### src/verilog/fetch_pkg.sv
//************************************************************
// shared widths and opcodes of the fetch front end
// QUEUE_WIDTH must be 2 or more, the queue holds 2**QUEUE_WIDTH-1 words
//************************************************************
package fetch_pkg;

    // word address and instruction sizes
    localparam int PC_WIDTH    = 16;
    localparam int INSTR_WIDTH = 32;

    // queue index width and usable depth
    localparam int QUEUE_WIDTH = 3;
    localparam int QUEUE_DEPTH = (2 ** QUEUE_WIDTH) - 1;

    // opcodes the decode stage tells apart
    localparam logic [6:0] OPC_JUMP = 7'b1101111;
    localparam logic [6:0] OPC_OP   = 7'b0110011;

    // register-register layout
    typedef struct packed {
        logic [6:0] funct7;
        logic [4:0] rs2;
        logic [4:0] rs1;
        logic [2:0] funct3;
        logic [4:0] rd;
        logic [6:0] opcode;
    } r_fmt_t;

    // immediate layout, low fields shared with r_fmt_t
    typedef struct packed {
        logic [11:0] imm;
        logic [4:0]  rs1;
        logic [2:0]  funct3;
        logic [4:0]  rd;
        logic [6:0]  opcode;
    } i_fmt_t;

    // one instruction word, two readings
    typedef union packed {
        r_fmt_t r;
        i_fmt_t i;
    } instr_t;

endpackage
### src/verilog/fetch_if.sv
//************************************************************
// valid/ready stream of pc and instruction pairs
// data holds while valid is up unless the stream is killed
//************************************************************
`timescale 1ns/10ps

interface fetch_if import fetch_pkg::*; ();

    logic                valid;
    logic                ready;
    logic [PC_WIDTH-1:0] pc;
    instr_t              instr;

    // producer side
    modport source (
        output valid,
        output pc,
        output instr,
        input  ready
    );

    // consumer side
    modport sink (
        input  valid,
        input  pc,
        input  instr,
        output ready
    );

endinterface

### src/verilog/fetch_top.sv
//************************************************************
// fetch, queue and decode of the in-order front end
// memory is external, responses in order and never refused
//************************************************************
`timescale 1ns/10ps

module fetch_top import fetch_pkg::*; (
    input  logic                   clk,
    input  logic                   arst_n,

    // instruction memory
    output logic                   mem_req_valid,
    input  logic                   mem_req_ready,
    output logic [PC_WIDTH-1:0]    mem_req_addr,
    input  logic                   mem_resp_valid,
    input  logic [INSTR_WIDTH-1:0] mem_resp_data,

    // decoded stream
    output logic                   dec_valid,
    input  logic                   dec_ready,
    output logic [PC_WIDTH-1:0]    dec_pc,
    output logic [6:0]             dec_opcode,
    output logic [4:0]             dec_rd,
    output logic [4:0]             dec_rs1,
    output logic [4:0]             dec_rs2,
    output logic [INSTR_WIDTH-1:0] dec_imm,
    output logic                   dec_is_r
);

    logic                   redirect_valid;
    logic [PC_WIDTH-1:0]    redirect_pc;
    logic [QUEUE_WIDTH-1:0] queue_count;

    fetch_if fetch_to_queue ();
    fetch_if queue_to_decode ();

    fetch_unit u_fetch (
        .clk            (clk),
        .arst_n         (arst_n),
        .mem_req_valid  (mem_req_valid),
        .mem_req_ready  (mem_req_ready),
        .mem_req_addr   (mem_req_addr),
        .mem_resp_valid (mem_resp_valid),
        .mem_resp_data  (mem_resp_data),
        .redirect_valid (redirect_valid),
        .redirect_pc    (redirect_pc),
        .queue_count    (queue_count),
        .q              (fetch_to_queue.source)
    );

    // the redirect pulse doubles as the queue flush
    sync_queue #(
        .WIDTH (QUEUE_WIDTH)
    ) u_queue (
        .clk    (clk),
        .arst_n (arst_n),
        .kill   (redirect_valid),
        .wr     (fetch_to_queue.sink),
        .rd     (queue_to_decode.source),
        .count  (queue_count)
    );

    decode_stage u_decode (
        .clk            (clk),
        .arst_n         (arst_n),
        .q              (queue_to_decode.sink),
        .redirect_valid (redirect_valid),
        .redirect_pc    (redirect_pc),
        .dec_valid      (dec_valid),
        .dec_ready      (dec_ready),
        .dec_pc         (dec_pc),
        .dec_opcode     (dec_opcode),
        .dec_rd         (dec_rd),
        .dec_rs1        (dec_rs1),
        .dec_rs2        (dec_rs2),
        .dec_imm        (dec_imm),
        .dec_is_r       (dec_is_r)
    );

endmodule

### src/verilog/decode_stage.sv
//************************************************************
// combinational field split of the queue head
// jumps are word relative, only unconditional jumps redirect
//************************************************************
`timescale 1ns/10ps

module decode_stage import fetch_pkg::*; (
    input  logic                   clk,
    input  logic                   arst_n,
    fetch_if.sink                  q,

    output logic                   redirect_valid,
    output logic [PC_WIDTH-1:0]    redirect_pc,

    output logic                   dec_valid,
    input  logic                   dec_ready,
    output logic [PC_WIDTH-1:0]    dec_pc,
    output logic [6:0]             dec_opcode,
    output logic [4:0]             dec_rd,
    output logic [4:0]             dec_rs1,
    output logic [4:0]             dec_rs2,
    output logic [INSTR_WIDTH-1:0] dec_imm,
    output logic                   dec_is_r
);

    instr_t                 ins;
    logic                   is_r;
    logic                   is_jump;
    logic                   accept;
    logic [INSTR_WIDTH-1:0] imm_ext;

    assign ins     = q.instr;
    assign is_r    = ins.r.opcode == OPC_OP;
    assign is_jump = ins.r.opcode == OPC_JUMP;
    assign imm_ext = {{(INSTR_WIDTH - 12){ins.i.imm[11]}}, ins.i.imm};

    // handshake passes straight through
    assign dec_valid = q.valid;
    assign q.ready   = dec_ready;
    assign accept    = q.valid && dec_ready;

    // opcode, rd and rs1 sit in the same bits for both views
    assign dec_pc     = q.pc;
    assign dec_opcode = ins.r.opcode;
    assign dec_rd     = ins.r.rd;
    assign dec_rs1    = ins.r.rs1;
    assign dec_rs2    = is_r ? ins.r.rs2 : 5'd0;
    assign dec_imm    = is_r ? '0 : imm_ext;
    assign dec_is_r   = is_r;

    // target wraps within the word address space
    assign redirect_valid = accept && is_jump;
    assign redirect_pc    = q.pc + imm_ext[PC_WIDTH-1:0];

    // redirect comes with a transfer and flushes the queue for a cycle
    a_redirect_on_accept: assert property (
        @(posedge clk) disable iff (!arst_n)
        redirect_valid |-> (q.valid && q.ready) ##1 !q.valid
    );

endmodule

### src/verilog/fetch_unit.sv
//************************************************************
// issues word fetches under a credit of queue depth
// memory answers in order, at least one cycle after the request
//************************************************************
`timescale 1ns/10ps

module fetch_unit import fetch_pkg::*; (
    input  logic                   clk,
    input  logic                   arst_n,

    output logic                   mem_req_valid,
    input  logic                   mem_req_ready,
    output logic [PC_WIDTH-1:0]    mem_req_addr,
    input  logic                   mem_resp_valid,
    input  logic [INSTR_WIDTH-1:0] mem_resp_data,

    input  logic                   redirect_valid,
    input  logic [PC_WIDTH-1:0]    redirect_pc,

    input  logic [QUEUE_WIDTH-1:0] queue_count,
    fetch_if.source                q
);

    localparam int FIFO_SIZE = 2 ** QUEUE_WIDTH;

    // address of each outstanding request, oldest at rptr
    logic [PC_WIDTH-1:0]    pc_fifo [FIFO_SIZE];
    logic [QUEUE_WIDTH-1:0] wptr;
    logic [QUEUE_WIDTH-1:0] rptr;

    logic [PC_WIDTH-1:0]    next_pc;
    logic [QUEUE_WIDTH-1:0] stale;
    logic [QUEUE_WIDTH-1:0] inflight;
    logic [QUEUE_WIDTH-1:0] inflight_next;
    logic [QUEUE_WIDTH:0]   used;
    logic                   req_en;
    logic                   req_fire;
    logic                   credit_ok;

    // never more than QUEUE_DEPTH in flight, so the pointer difference is exact
    assign inflight  = wptr - rptr;
    assign used      = {1'b0, inflight} + {1'b0, queue_count};
    assign credit_ok = used < (QUEUE_WIDTH + 1)'(QUEUE_DEPTH);

    assign mem_req_valid = req_en && credit_ok;
    assign mem_req_addr  = next_pc;
    assign req_fire      = mem_req_valid && mem_req_ready;

    // all requests still owed after this edge
    assign inflight_next = inflight + QUEUE_WIDTH'(req_fire) - QUEUE_WIDTH'(mem_resp_valid);

    // credit guarantees the queue has room for every response
    assign q.valid = mem_resp_valid && (stale == '0);
    assign q.pc    = pc_fifo[rptr];
    assign q.instr = mem_resp_data;

    always_ff @(posedge clk or negedge arst_n) begin
        if (!arst_n) begin
            req_en  <= 1'b0;
            next_pc <= '0;
            wptr    <= '0;
            rptr    <= '0;
            stale   <= '0;
        end else begin
            req_en <= 1'b1;

            if (req_fire) begin
                wptr <= wptr + 1'b1;
            end
            if (mem_resp_valid) begin
                rptr <= rptr + 1'b1;
            end

            // redirect wins over sequential pc
            if (redirect_valid) begin
                next_pc <= redirect_pc;
            end else if (req_fire) begin
                next_pc <= next_pc + 1'b1;
            end

            // whatever is still owed belongs to the old stream
            if (redirect_valid) begin
                stale <= inflight_next;
            end else if (mem_resp_valid && stale != '0) begin
                stale <= stale - 1'b1;
            end
        end
    end

    always_ff @(posedge clk) begin
        if (req_fire) begin
            pc_fifo[wptr] <= next_pc;
        end
    end

    // requests owed plus queued words stay within the ring
    a_credit_bound: assert property (
        @(posedge clk) disable iff (!arst_n)
        used <= (QUEUE_WIDTH + 1)'(QUEUE_DEPTH)
    );

endmodule

### src/verilog/sync_queue.sv
//************************************************************
// ring buffer, 2**WIDTH-1 entries, a written entry shows next cycle
// kill empties it in one cycle and drops a write at the same edge
//************************************************************
`timescale 1ns/10ps

module sync_queue import fetch_pkg::*; #(
    parameter int WIDTH = QUEUE_WIDTH
) (
    input  logic             clk,
    input  logic             arst_n,
    input  logic             kill,
    fetch_if.sink            wr,
    fetch_if.source          rd,
    output logic [WIDTH-1:0] count
);

    localparam int SIZE = 2 ** WIDTH;

    // payload storage
    logic [PC_WIDTH-1:0] pc_mem [SIZE];
    instr_t              instr_mem [SIZE];

    logic [WIDTH-1:0] head;
    logic [WIDTH-1:0] tail;
    logic             full;
    logic             push;
    logic             pop;

    // one slot stays free to tell full from empty
    assign full  = (tail + 1'b1) == head;
    assign push  = wr.valid && wr.ready;
    assign pop   = rd.valid && rd.ready;
    assign count = tail - head;

    assign wr.ready = !full;
    assign rd.valid = head != tail;
    assign rd.pc    = pc_mem[head];
    assign rd.instr = instr_mem[head];

    always_ff @(posedge clk or negedge arst_n) begin
        if (!arst_n) begin
            head <= '0;
            tail <= '0;
        end else if (kill) begin
            // drop everything, including this cycle's write
            head <= tail;
        end else begin
            if (push) begin
                tail <= tail + 1'b1;
            end
            if (pop) begin
                head <= head + 1'b1;
            end
        end
    end

    // slot at tail is free, so writing during a kill is harmless
    always_ff @(posedge clk) begin
        if (push) begin
            pc_mem[tail]    <= wr.pc;
            instr_mem[tail] <= wr.instr;
        end
    end

    // producer credit must keep writes away from a full ring
    a_no_write_when_full: assert property (
        @(posedge clk) disable iff (!arst_n) !(wr.valid && full)
    );

    // head entry stays offered until taken or flushed
    a_rd_valid_held: assert property (
        @(posedge clk) disable iff (!arst_n)
        rd.valid && !rd.ready && !kill |=> rd.valid
    );

endmodule

### config.mk
export PLATFORM = sky130hd
export DESIGN_NAME = fetch_top
export DESIGN_NICKNAME = d
export VERILOG_FILES = /design/src/verilog/fetch_pkg.sv /design/src/verilog/fetch_if.sv /design/src/verilog/fetch_top.sv /design/src/verilog/decode_stage.sv /design/src/verilog/fetch_unit.sv /design/src/verilog/sync_queue.sv
export SDC_FILE = /design/constraint.sdc
export NUM_CORES = 1
export LEC_CHECK = 0
export BUFFER_PORTS_ARGS = -buffer_cell sky130_fd_sc_hd__buf_2
export CORE_ASPECT_RATIO = 1.1
export CORE_MARGIN = 5
export CORE_UTILIZATION = 25
export DETAILED_ROUTE_END_ITERATION = 10
export PLACE_DENSITY_LB_ADDON = 0.05
export SLEW_MARGIN = 20
export SYNTH_ARGS = -nofsm -noshare
export SYNTH_HDL_FRONTEND = slang
export SYNTH_SLANG_ARGS = --single-unit
### constraint.sdc
create_clock -name clk -period 5.22 [get_ports clk]
set_input_delay 0.522 -clock clk [delete_from_list [all_inputs] [get_ports clk]]
set_output_delay 0.522 -clock clk [all_outputs]
set_load 0.05 [all_outputs]
Word-level counts from Yosys, hierarchy flattened
Memories as Yosys holds them, arrays and structs flattened.
Cells that the tools add are included.

cells by class
  equality and inequality tests = 4
  add/sub/neg operators = 12
  multiplexer cells = 12
  bitwise gates (word level) = 1
  reductions and logical operators = 14
  $lt $le $gt $ge = 1

operators by type and width
  cell                                                                           count
  16-bit two-way mux                                                             2
  32-bit two-way mux                                                             1
  16-bit by 1-bit adder with 16-bit output (second input constant)               1
  16-bit adder                                                                   1
  3-bit by 1-bit adder with 3-bit output (second input constant)                 4
  3-bit two-way mux                                                              4
  7-bit by 6-bit equality test with 1-bit output (second input constant)         1
  7-bit equality test (second input constant)                                    1
  1-bit logical AND                                                              7
  2-bit nonzero test                                                             3
  3-bit subtractor                                                               2
  5-bit two-way mux                                                              1
  3-bit by 3-bit adder with 4-bit output                                         1
  4-bit by 3-bit less-than comparator with 1-bit output (second input constant)  1
  1-bit two-way mux                                                              4
  3-bit by 1-bit adder with 3-bit output                                         1
  3-bit equality test                                                            1
  3-bit zero test                                                                1
  3-bit inequality test                                                          1
  3-bit nonzero test                                                             1
  3-bit by 1-bit subtractor with 3-bit output                                    1
  3-bit by 1-bit subtractor with 3-bit output (second input constant)            1
  2-bit AND reduction                                                            1
  1-bit zero test                                                                1
  1-bit inverter                                                                 1

storage, ports and cells
  memories = 3
  output and inout bits = 89
  input port bits = 37
  bits in writable memories = 512
  bits in registers = 32

memory list
  memory             words  width  rd ports  clocked after memory_dff  write ports  line              RTL
  u_queue.instr_mem  8      32     1         0                         1            sync_queue.sv:22  instr_t instr_mem [SIZE];
  u_fetch.pc_fifo    8      16     1         0                         1            fetch_unit.sv:27  logic [PC_WIDTH-1:0] pc_fifo [FIFO_SIZE];
  u_queue.pc_mem     8      16     1         0                         1            sync_queue.sv:21  logic [PC_WIDTH-1:0] pc_mem [SIZE];

Longest topological paths before layout
  depth in word-level cells = 8
  depth in mapped cells = 20
  depth with buffers taken out = 16

Hierarchy
From an unflattened synthesis, not the netlist that was laid out.

unflattened totals
  cells, all modules = 1,244
  area total of the unflattened synthesis = 23,374.9 µm²

modules (own cells, without submodules)
  module        instances  area an instance (µm²)  cells an instance  sequential area each (µm²)
  sync_queue    1          15,040.7                617                11,681.2
  fetch_unit    1          6,860.3                 424                4,494.3
  decode_stage  1          1,473.9                 203                0.0

Worst setup path after synthesis
OpenSTA, ideal clock, no wires.

  path kind = register to register
  start = register u_queue.head[1]
  end = memory u_fetch.pc_fifo[2][0] (enable)
  buffers on the path = 5
  required time = 4.784 ns
  cell stages (with the launch flop) = 14
  setup slack = -1.565 ns
  setup time = 0.436 ns
  clock period less this slack = 6.785 ns
  arrival time = 6.349 ns
  cells stage by stage = dfrtp_1 > buf_6 > buf_6 > buf_2 > buf_1 > clkbuf_1 > inv_1 > fa_1 > inv_1 > fa_1 > nor2b_1 > a221oi_1 > nand2_1 > nor4b_1

on the way
  word-level cells in the longest chain between the ends = 7

RTL lines
  what                                                   line              RTL
  from (decl)                                            sync_queue.sv:24  logic [WIDTH-1:0] head;
  from (signal assigned)                                 sync_queue.sv:47  head <= tail;
  from (signal assigned)                                 sync_queue.sv:53  head <= head + 1'b1;
  3-bit subtractor                                       sync_queue.sv:34  assign count = tail - head;
  3-bit by 3-bit adder with 4-bit output                 fetch_unit.sv:42  assign used = {1'b0, inflight} + {1'b0, queue_count};
  4-bit by 3-bit less-than comparator with 1-bit output  fetch_unit.sv:43  assign credit_ok = used < (QUEUE_WIDTH + 1)'(QUEUE_DEPTH);
  1-bit logical AND                                      fetch_unit.sv:45  assign mem_req_valid = req_en && credit_ok;
  named net mem_req_valid                                fetch_top.sv:12   output logic mem_req_valid,
  1-bit logical AND                                      fetch_unit.sv:47  assign req_fire = mem_req_valid && mem_req_ready;
  1-bit two-way mux                                      fetch_unit.sv:91  if (req_fire) begin
  1-bit two-way mux (implied by the code)                fetch_unit.sv:92  pc_fifo[wptr] <= next_pc;
  to (decl)                                              fetch_unit.sv:27

The timed path passes the listed nets, and every way through them passes these cells.

Final worst setup path
  start = register u_queue.head[1]
  end = output port dec_imm[29]

on the way
  word-level cells in the longest chain between the ends = 3

RTL lines
  what                                            line                RTL
  memory read 8 x 32 bit *                        n/a
  7-bit by 6-bit equality test with 1-bit output  decode_stage.sv:33  assign is_r = ins.r.opcode == OPC_OP;
  32-bit two-way mux *                            decode_stage.sv:48  assign dec_imm = is_r ? '0 : imm_ext;
  to (decl)                                       fetch_top.sv:26     output logic [INSTR_WIDTH-1:0] dec_imm,

Mark *: on every way between the ends. The rest lies on a longest branch, timed or not.

==> out/results.ini <==
[routing]
drt-wirelength-per-cell_um = 23.3
first_pass_iters = 4
drt-total-wl_mm = 56.4
drt_iter0_drc = 479
num_vias = 10400
drtAntennaViolNets = 0
viasPerCell = 4.27
drc = 0

[grt]
overflow = 0
grt_max_degree = 53
antenna_found_initial = 3
track_usage = 0.123
grt_pass1_vias = 11200
grt_pass1_wl_mm = 81.3

[cts]
cts-root-buf = clkbuf_16
ctsHoldBuffers = 0
clk_pin_slew_ns = 0.06
clk_latency_ns = 0.61
clock_sinks = 520
cts_max_path_buffers = 3
post_cts_buffers = 0
cts_made_buffers = 60
h-tree-depth = 2
cts_tree = built
cts_resized = 0

[critical_path]
r2r_cells = 16
worstPathRequired_ns = 4.70
max_stage_delay_ns = 0.77
rr_endpoint = u_fetch.stale[2]$_DFFE_PN0P_
crit_path_max_fanout = 52
crit_buf_inv = 2
reg2reg_from = u_fetch.wptr[0]$_DFFE_PN0P_
cp_cell_sequence = buf_12 > mux4_2 > nand4b_1 > nand2_1 > and2_1 > nor2_1 > buf_2
path_delay_family = simple AND/OR/NAND/NOR gates
cp_num_cells = 7
slowest_stage = nor2_1
r2r_slack_ns = 0.96
path_class = flip-flop to output port
worstSetupEndpointType = output port
cp.arrival_ns = 3.79
start_kind = flip-flop

[synth]
synth_top_family_by_area = multiplexers
synth_xor_area_frac = 0.0184
synthArstFlopShare = 0.0615
ys_types = 50
synthAdderAreaFrac = 0.0222
synth-simple-area-share = 0.0323
ys_ff_latch = 520
synthMuxAreaShare = 0.167
synth_cells = 1085
ys_dominant_reg_cell = edfxtp_1
synth_compound_area_frac = 0.0158
synth_area_per_cell_um2 = 19.7
synth-edff-count = 488
syn_nets = 1157
synth_warnings = 0
synth_area_um2 = 21400
seq_area_frac_synth = 0.722

[finish]
drive_gt1_frac = 0.341
area_growth_pct = 18.7
fin_cells = 2423
fillers = 8423
fin_nets = 1308

[floorplan]
dieArea_um2 = 91600
start_util = 0.252
die_h_um = 317
pin_count = 126
core_area_um2 = 84900
rows = 112
dieWidth_um = 289

[sta]
hold_violations = 0
max_clock_freq_mhz = 232
period_share = 0.826
fin_skew_ns = 0.0217
fin_hold_ws_ns = 0.0311
report.final.slew_viol_count = 0
rsz0062_at_grt = no
slew_headroom = 0.333
worstMarginPinSlew_ns = 0.996
finalCriticalPeriod_ns = 4.31
final-setup-viol-count = 0

[placement]
placed_cells = 2314
dp_hpwl_mm = 33.5
finalWeightedCongestion = 0.700
numPortBuffers = 122

[status]
status = complete, no violations

[run]
maxCapViolCount = 0

[hold_path]
hold_class = input port to async pin

[registers in the layout, indices dropped and copies added, names as in the netlist]
| signal | cells |
|---|---|
| u_queue.instr_mem | 232 |
| u_fetch.pc_fifo | 128 |
| u_queue.pc_mem | 128 |
| u_fetch.mem_req_addr | 16 |
| u_fetch.rptr | 3 |
| u_fetch.stale | 3 |
| u_fetch.wptr | 3 |
| u_queue.head | 3 |
| u_queue.tail | 3 |
| u_fetch.req_en | 1 |
[how the worst max path moves through the flow]
stage | startpoint | slack [ns] | end
floorplan | u_queue.head[1]$_DFFE_PN0P_ | -0.07 | u_fetch.pc_fifo[6][0]$_DFFE_PP_
global placement | u_fetch.wptr[0]$_DFFE_PN0P_ | 0.91 | u_fetch.stale[2]$_DFFE_PN0P_
detailed placement | u_fetch.wptr[0]$_DFFE_PN0P_ | 0.87 | u_fetch.stale[2]$_DFFE_PN0P_
CTS | u_queue.head[1]$_DFFE_PN0P_ | 0.75 | dec_imm[29]
global route | u_queue.head[1]$_DFFE_PN0P_ | 0.53 | dec_imm[31]
finish | u_queue.head[1]$_DFFE_PN0P_ | 0.91 | dec_imm[29]
[synth_stat cells (9+ instances only)]
cell type / instances / area [um^2]
dfrtp_1: 32 / 801
buf_2: 13 / 65.1
mux2_2: 53 / 597
nor3_1: 11 / 55.1
edfxtp_1: 488 / 14700
xor2_1: 20 / 175
mux4_2: 124 / 2790
ha_1: 30 / 375
mux2i_1: 14 / 140
buf_1: 9 / 33.8
nand3_1: 14 / 70.1
buf_4: 21 / 158
clkbuf_1: 17 / 63.8
nand2_1: 40 / 150
nor2_1: 31 / 116
xnor2_1: 25 / 219
a21oi_1: 24 / 120
inv_1: 29 / 109
[per-stage QoR]
| stage | worst slack [ns] | util | area (um^2) | setup TNS, ns |
|---|---|---|---|---|
| final | 0.906 | 0.299 | 25400 | 0 |
| after global routing | 0.528 | 0.299 | 25400 | 0 |
| after CTS | 0.749 | 0.299 | 25400 | 0 |
| after detailed placement | 0.874 | 0.278 | 23600 | 0 |
| after floorplan | -0.0677 | - | 21500 | -2.03 |
| after global placement | 0.905 | 0.278 | 23600 | 0 |
[logic make-up after synthesis]
logic type | Yosys count
AOI/OAI and AO/OA | 57
xor gates and xnor gates | 45
adders and majority gates | 35
buffers and inverters | 94
DFF | 520
muxes | 193
other | 1
and+or+nand+nor | 140
[placed cells by master (no fill, tap or decap), types with 6 or more instances in the layout]
master	netlist	routed
a21o_1	7	7
a21oi_1	24	24
and3_1	7	7
buf_12	0	9
buf_2	13	122
buf_4	21	23
clkbuf_1	17	17
clkbuf_16	0	62
clkinv_1	0	11
clkinv_2	0	6
dfrtp_1	32	28
edfxtp_1	488	488
ha_1	30	30
inv_1	29	29
mux2_2	53	53
mux2i_1	14	14
mux4_2	124	124
nand2_1	40	40
nand2b_1	6	6
nand3_1	14	14
nand4_1	8	8
nor2_1	31	25
nor2_4	0	6
nor2b_1	8	8
nor3_1	11	6
o21ai_0	8	8
o21ai_1	6	6
xnor2_1	25	25
xor2_1	20	20
[final cells by class]
cell class / count / area [um^2] / share of cell area
Timing Repair Buffer: 154 / 963 / 0.0379
Tap cell: 1140 / 1430 / 0.0561
Inverter: 29 / 109 / 0.00428
Multi-Input combinational cell: 471 / 5610 / 0.221
Clock inverter: 23 / 141 / 0.00557
Antenna cell: 2 / 5.00 / 0.000197
Clock buffer: 84 / 1680 / 0.0663
Sequential cell: 520 / 15500 / 0.609
[per-layer routing]
layer	up-vias	GRT usage	wire length (um)	part of all wire
met2	194	0.207	27700	0.49
met1	5444	0.162	24800	0.44
met5	-	0	13	0.00023
met4	2	0.0334	1410	0.025
li1	4641	-	-	-
met3	71	0.0238	2480	0.044
[worst reg2reg max path, stage by stage (launching register included)]
cell	delay, ns
dfrtp_1	0.51
inv_1	0.26
ha_1	0.19
inv_1	0.05
fa_1	0.62
inv_1	0.10
fa_1	0.44
xnor2_1	0.17
a221oi_4	0.34
nand2_1	0.11
inv_1	0.32
ha_1	0.21
inv_1	0.05
fa_1	0.37
xor2_1	0.18
xnor2_1	0.14
o21ai_1	0.07
Power is left out: the tool's default activity adds up to more than one toggle a clock period on the data nets, which glitch-free logic cannot reach.
